`src/cpu_pkg.sv`:
```
package cpu_pkg;

  // datapath width shared by every block
  localparam int WORD_W = 16;

  // top nibble of each instruction
  typedef enum logic [3:0] {
    OP_ADD = 4'd0,
    OP_SUB = 4'd1,
    OP_XOR = 4'd2,
    OP_AND = 4'd3,
    OP_SLL = 4'd4,
    OP_SRA = 4'd5,
    OP_ROR = 4'd6,
    OP_OR  = 4'd7,
    OP_LW  = 4'd8,
    OP_SW  = 4'd9,
    OP_LLB = 4'd10,
    OP_LHB = 4'd11,
    OP_B   = 4'd12,
    OP_BR  = 4'd13,
    OP_PCS = 4'd14,
    OP_HLT = 4'd15
  } opcode_e;

  // branch conditions in instr[11:9]
  // UN is the unconditional case
  typedef enum logic [2:0] {NE, EQ, GT, LT, GE, LE, OV, UN} cond_e;

  // z sits in the top bit so the control register shows Z V N in bits 3..1
  typedef struct packed {
    logic z;
    logic v;
    logic n;
  } flags_t;

  // address bits [17:16] pick the target of an APB access
  typedef enum logic [1:0] {REG_CTRL, REG_IMEM, REG_DMEM, REG_RF} region_e;

  typedef struct packed {
    logic              psel;
    logic              penable;
    logic              pwrite;
    logic [19:0]       paddr;
    logic [WORD_W-1:0] pwdata;
  } apb_req_t;

  typedef struct packed {
    logic [WORD_W-1:0] prdata;
    logic              pready;
    logic              pslverr;
  } apb_rsp_t;

  // debug side of the memories and register file
  // region tells the core which read data to hand back
  typedef struct packed {
    logic              imem_we;
    logic              dmem_we;
    logic [WORD_W-1:0] addr;
    logic [WORD_W-1:0] wdata;
    logic [3:0]        reg_idx;
    region_e           region;
  } dbg_req_t;

endpackage

```
`src/apb_debug_port.sv`:
```
`timescale 1ns/10ps

module apb_debug_port
  import cpu_pkg::*;
(
  input  logic              clk,
  input  logic              rst_n,
  input  apb_req_t          apb_req,
  output apb_rsp_t          apb_rsp,
  input  logic              hlt_seen,
  input  flags_t            flags,
  output dbg_req_t          dbg,
  input  logic [WORD_W-1:0] dbg_rdata,
  output logic              run,
  output logic              start
);

  region_e region;
  logic    access;
  logic    err;
  logic    wr_ok;
  logic    ctrl_wr;

  assign region = region_e'(apb_req.paddr[17:16]);
  assign access = apb_req.psel && apb_req.penable;

  // memories and registers are locked while the core runs
  // the register file has no write path from outside
  assign err = access && (((region != REG_CTRL) && run) ||
                          ((region == REG_RF) && apb_req.pwrite));

  // writes land on the edge that closes the access phase
  assign wr_ok   = access && apb_req.pwrite && !err;
  assign ctrl_wr = wr_ok && (region == REG_CTRL);

  // start goes out in the same cycle so pc and run change together
  assign start = ctrl_wr && apb_req.pwdata[0];

  always_ff @(posedge clk or negedge rst_n) begin
    if (!rst_n) begin
      run <= 1'b0;
    end else if (ctrl_wr) begin
      run <= apb_req.pwdata[0];
    end else if (hlt_seen) begin
      run <= 1'b0;
    end
  end

  always_comb begin
    dbg.imem_we = wr_ok && (region == REG_IMEM);
    dbg.dmem_we = wr_ok && (region == REG_DMEM);
    dbg.addr    = apb_req.paddr[15:0];
    dbg.wdata   = apb_req.pwdata;
    dbg.reg_idx = apb_req.paddr[3:0];
    dbg.region  = region;
  end

  // no wait states, every access phase completes
  assign apb_rsp.pready  = 1'b1;
  assign apb_rsp.pslverr = err;
  assign apb_rsp.prdata  = err ? '0 :
                           (region == REG_CTRL) ? {{(WORD_W-4){1'b0}}, flags, run} :
                           dbg_rdata;

  penable_psel_a: assert property (
    @(posedge clk) disable iff (!rst_n) apb_req.penable |-> apb_req.psel
  );

endmodule

```
`config.mk`:
```
export PLATFORM = sky130hd
export DESIGN_NAME = apb_debug_port
export DESIGN_NICKNAME = d
export VERILOG_FILES = /design/src/cpu_pkg.sv /design/src/apb_debug_port.sv
export SDC_FILE = /design/constraint.sdc
export NUM_CORES = 1
export LEC_CHECK = 0
export ABC_AREA = 1
export BUFFER_PORTS_ARGS = -buffer_cell sky130_fd_sc_hd__clkbuf_2
export CAP_MARGIN = 0
export CORE_UTILIZATION = 28
export CTS_BUF_LIST = sky130_fd_sc_hd__clkbuf_8 sky130_fd_sc_hd__clkbuf_16
export DETAILED_ROUTE_END_ITERATION = 16
export GPL_ROUTABILITY_DRIVEN = 0
export PLACE_DENSITY = 0.82
export SETUP_SLACK_MARGIN = 0.1
export SYNTH_ARGS = -nofsm -noshare
export SYNTH_HDL_FRONTEND = slang
export SYNTH_SLANG_ARGS = --single-unit
```
`constraint.sdc`:
```
create_clock -name clk -period 1.7 [get_ports clk]
set_clock_uncertainty 0.2 [all_clocks]
set_input_delay 0.255 -clock clk [delete_from_list [all_inputs] [get_ports clk]]
set_output_delay 0.255 -clock clk [all_outputs]
set_load 0.005 [all_outputs]
```
==> results_dict.tcl <==
set metrics [dict create \
    outcome "finished, final reports clean" \
    die_area_um2 2760 \
    synthesis.nets 177 \
    hold_viol_final 0 \
    power_switching_mw 0.0826 \
    syn_to_final_growth_pct 8.76 \
    clk_latency_ps 0 \
    io_buffers 51 \
    seq_area_um2 25.0 \
    design_area_um2 777 \
    synthDistinctLibCells 17 \
    layout_setup_ws_ps 179 \
    grt_pass1_wl_mm 1.84 \
    antenna_found_initial 0 \
    die_h_um 52.5 \
    worstHoldPathType "in -> reg" \
    power_mw 0.190 \
    finalCriticalPeriod_ps 1520 \
    fmax_mhz 657 \
    cp_max_fo 5 \
    top_regs "run x1" \
    nNetsFinal 193 \
    avgSynthCellArea_um2 6.16 \
    antenna_cells 0 \
    p_seq_frac 0.134 \
    drt_iter0_markers 2 \
    n_fill_cell 275 \
    clkPwrFrac 0 \
    setup_viol 0 \
    rows 17 \
    cap_viol_max_count 0 \
    clkTransAtPathRegs_ps 0 \
    cp.required_ps 1240 \
    final_layout_size_suffix_gt1_frac 0.569 \
    grt_max_degree 18 \
    num_vias 667 \
    synth_area_um2 714 \
    die_w_um 52.5 \
    drc_errors 0 \
    yosys_warnings 0 \
    worstHoldPathCells 4 \
    period_share 0.895 \
    dpl_cell_area_um2 692 \
    ant_nets 0 \
    regMostFlops "run" \
    initial_core_util 0.311 \
    grt_pass1_vias 472 \
    drtPass1Iterations 4 \
    hpwlAfterDp_mm 1.17 \
    internal_power_mw 0.107 \
    yosysSeqAreaShare 0.0350 \
    rsz0062_at_grt "false" \
    vdd_drop_max_mv 0.171 \
    synth_top_area_share 0.420 \
    tns_ps 0 \
    switching_share 0.436 \
    finalCoreUtilization 0.338 \
    synth_top_cell_by_area "buf_4" \
    wl_per_cell_um 9.96 \
    worstSetupEndpointType "output pin" \
    overflow 0 \
    finalMaxSlewViolations 0 \
    critPathKind "in -> out" \
    io_pins 121 \
    pwr-share-comb 0.866 \
    synth_seq_cells 1 \
    cp-start-kind "input port" \
    dp_slack_ps 61.8 \
    powerDensity_nw_per_um2 244 \
    vias_per_cell 4.22 \
    routed_wirelength_mm 1.57 \
    leakage_nw 0.513 \
    cp.arrival_ps 1070 \
    netlist_instances 116 \
    ys_top_cells_by_area "buf_4, nand2_1, nor2_1" \
    largest_reg_flops 1 \
    grt_use_total 0.0836 \
    core_um2 2300 \
    multi_input_area_um2 355 \
    worstRegToRegCells 5 \
]
[final cells by class]
class                      instances  area share
inverter                          11      0.0531
tap                               28      0.0451
sequential                         1      0.0322
timing repair buffer              56       0.412
multi-input combinational         62       0.457
[per-layer routing]
metal  track usage  vias to the layer above  wire, um
met1        0.0887                      274       695
met2         0.148                       43       674
li1              -                      334         -
met4        0.0526                        0        65
met5             0                        -         0
met3        0.0174                       16       138
[synthesized netlist by cell type]
master,number
nor2_8,1
nand3_1,1
buf_6,2
buf_2,1
nand4_1,2
inv_1,11
dfrtp_1,1
conb_1,1
buf_12,1
nor2_2,5
o21ai_4,1
o21ai_0,4
nand2_1,24
buf_4,40
nand2_2,6
nor2_1,14
nand2_4,1
[power by group through the flow]
| stage | registers [mW] | clock network [mW] | logic [mW] |
|---|---|---|---|
| floorplan | 0.0254 | 0 | 0.149 |
| CTS | 0.0255 | 0 | 0.152 |
| finish | 0.0255 | 0 | 0.164 |
| global placement | 0.0255 | 0 | 0.146 |
| detailed placement | 0.0255 | 0 | 0.147 |
| global route | 0.0255 | 0 | 0.184 |
[repair_timing]
action                     4_1_cts  5_1_grt
hold endpoints to repair         1        0
pin swaps                        0        4
cloned                           0        2
hold buffers                     1        0
setup endpoints to repair       12       19
buffers inserted                 0        1
resized for setup                1       14
[critical path: stages]
cell	delay [ps]
buf_6	120
o21ai_4	180
nand2_4	130
nand2_4	120
nand2_1	60
nor2_1	80
clkbuf_2	110
[metrics by stage]
stage          hold WS, ps  cells
2_1_floorplan         -241    116
3_3_place_gp          -169    154
3_5_place_dp          -168    154
4_1_cts                309    155
5_1_grt                310    158
6_report               310    158
[logic make-up after synthesis]
kind of cell,count (synthesis),share of synthesized area
and+or+nand+nor,54,0.364
buffers and inverters,55,0.545
DFF,1,0.0350
other,1,0.00525
AOI/OAI and AO/OA,5,0.0508
[cell usage in the layout, fill, tap and decap left out]
cell,netlist,layout
clkbuf_2,0,48
nor2_2,5,6
nand2_8,0,2
o21ai_0,4,4
nand2_1,24,23
buf_6,2,2
nor2_1,14,13
buf_2,1,1
dfrtp_1,1,1
conb_1,1,1
nand4_1,2,2
o21ai_4,1,1
nand2_4,1,2
nor2_8,1,1
dlygate4sd3_1,0,1
buf_4,40,3
nand2_2,6,6
nand3_2,0,1
inv_1,11,11
buf_12,1,1
[final timing paths]
| kind | start | end | slack, ps |
|---|---|---|---|
| min reg2reg | run$_DFFE_PN0P_ | run$_DFFE_PN0P_ | 490 |
| min in group asynchronous | rst_n | run$_DFFE_PN0P_ | 370 |
| max in group asynchronous | rst_n | run$_DFFE_PN0P_ | 840 |
| min | hlt_seen | run$_DFFE_PN0P_ | 310 |
| max reg2reg | run$_DFFE_PN0P_ | run$_DFFE_PN0P_ | 550 |
| max | apb_req[32] | apb_rsp[16] | 180 |
Note: power is estimated with default switching activity, not from simulation.
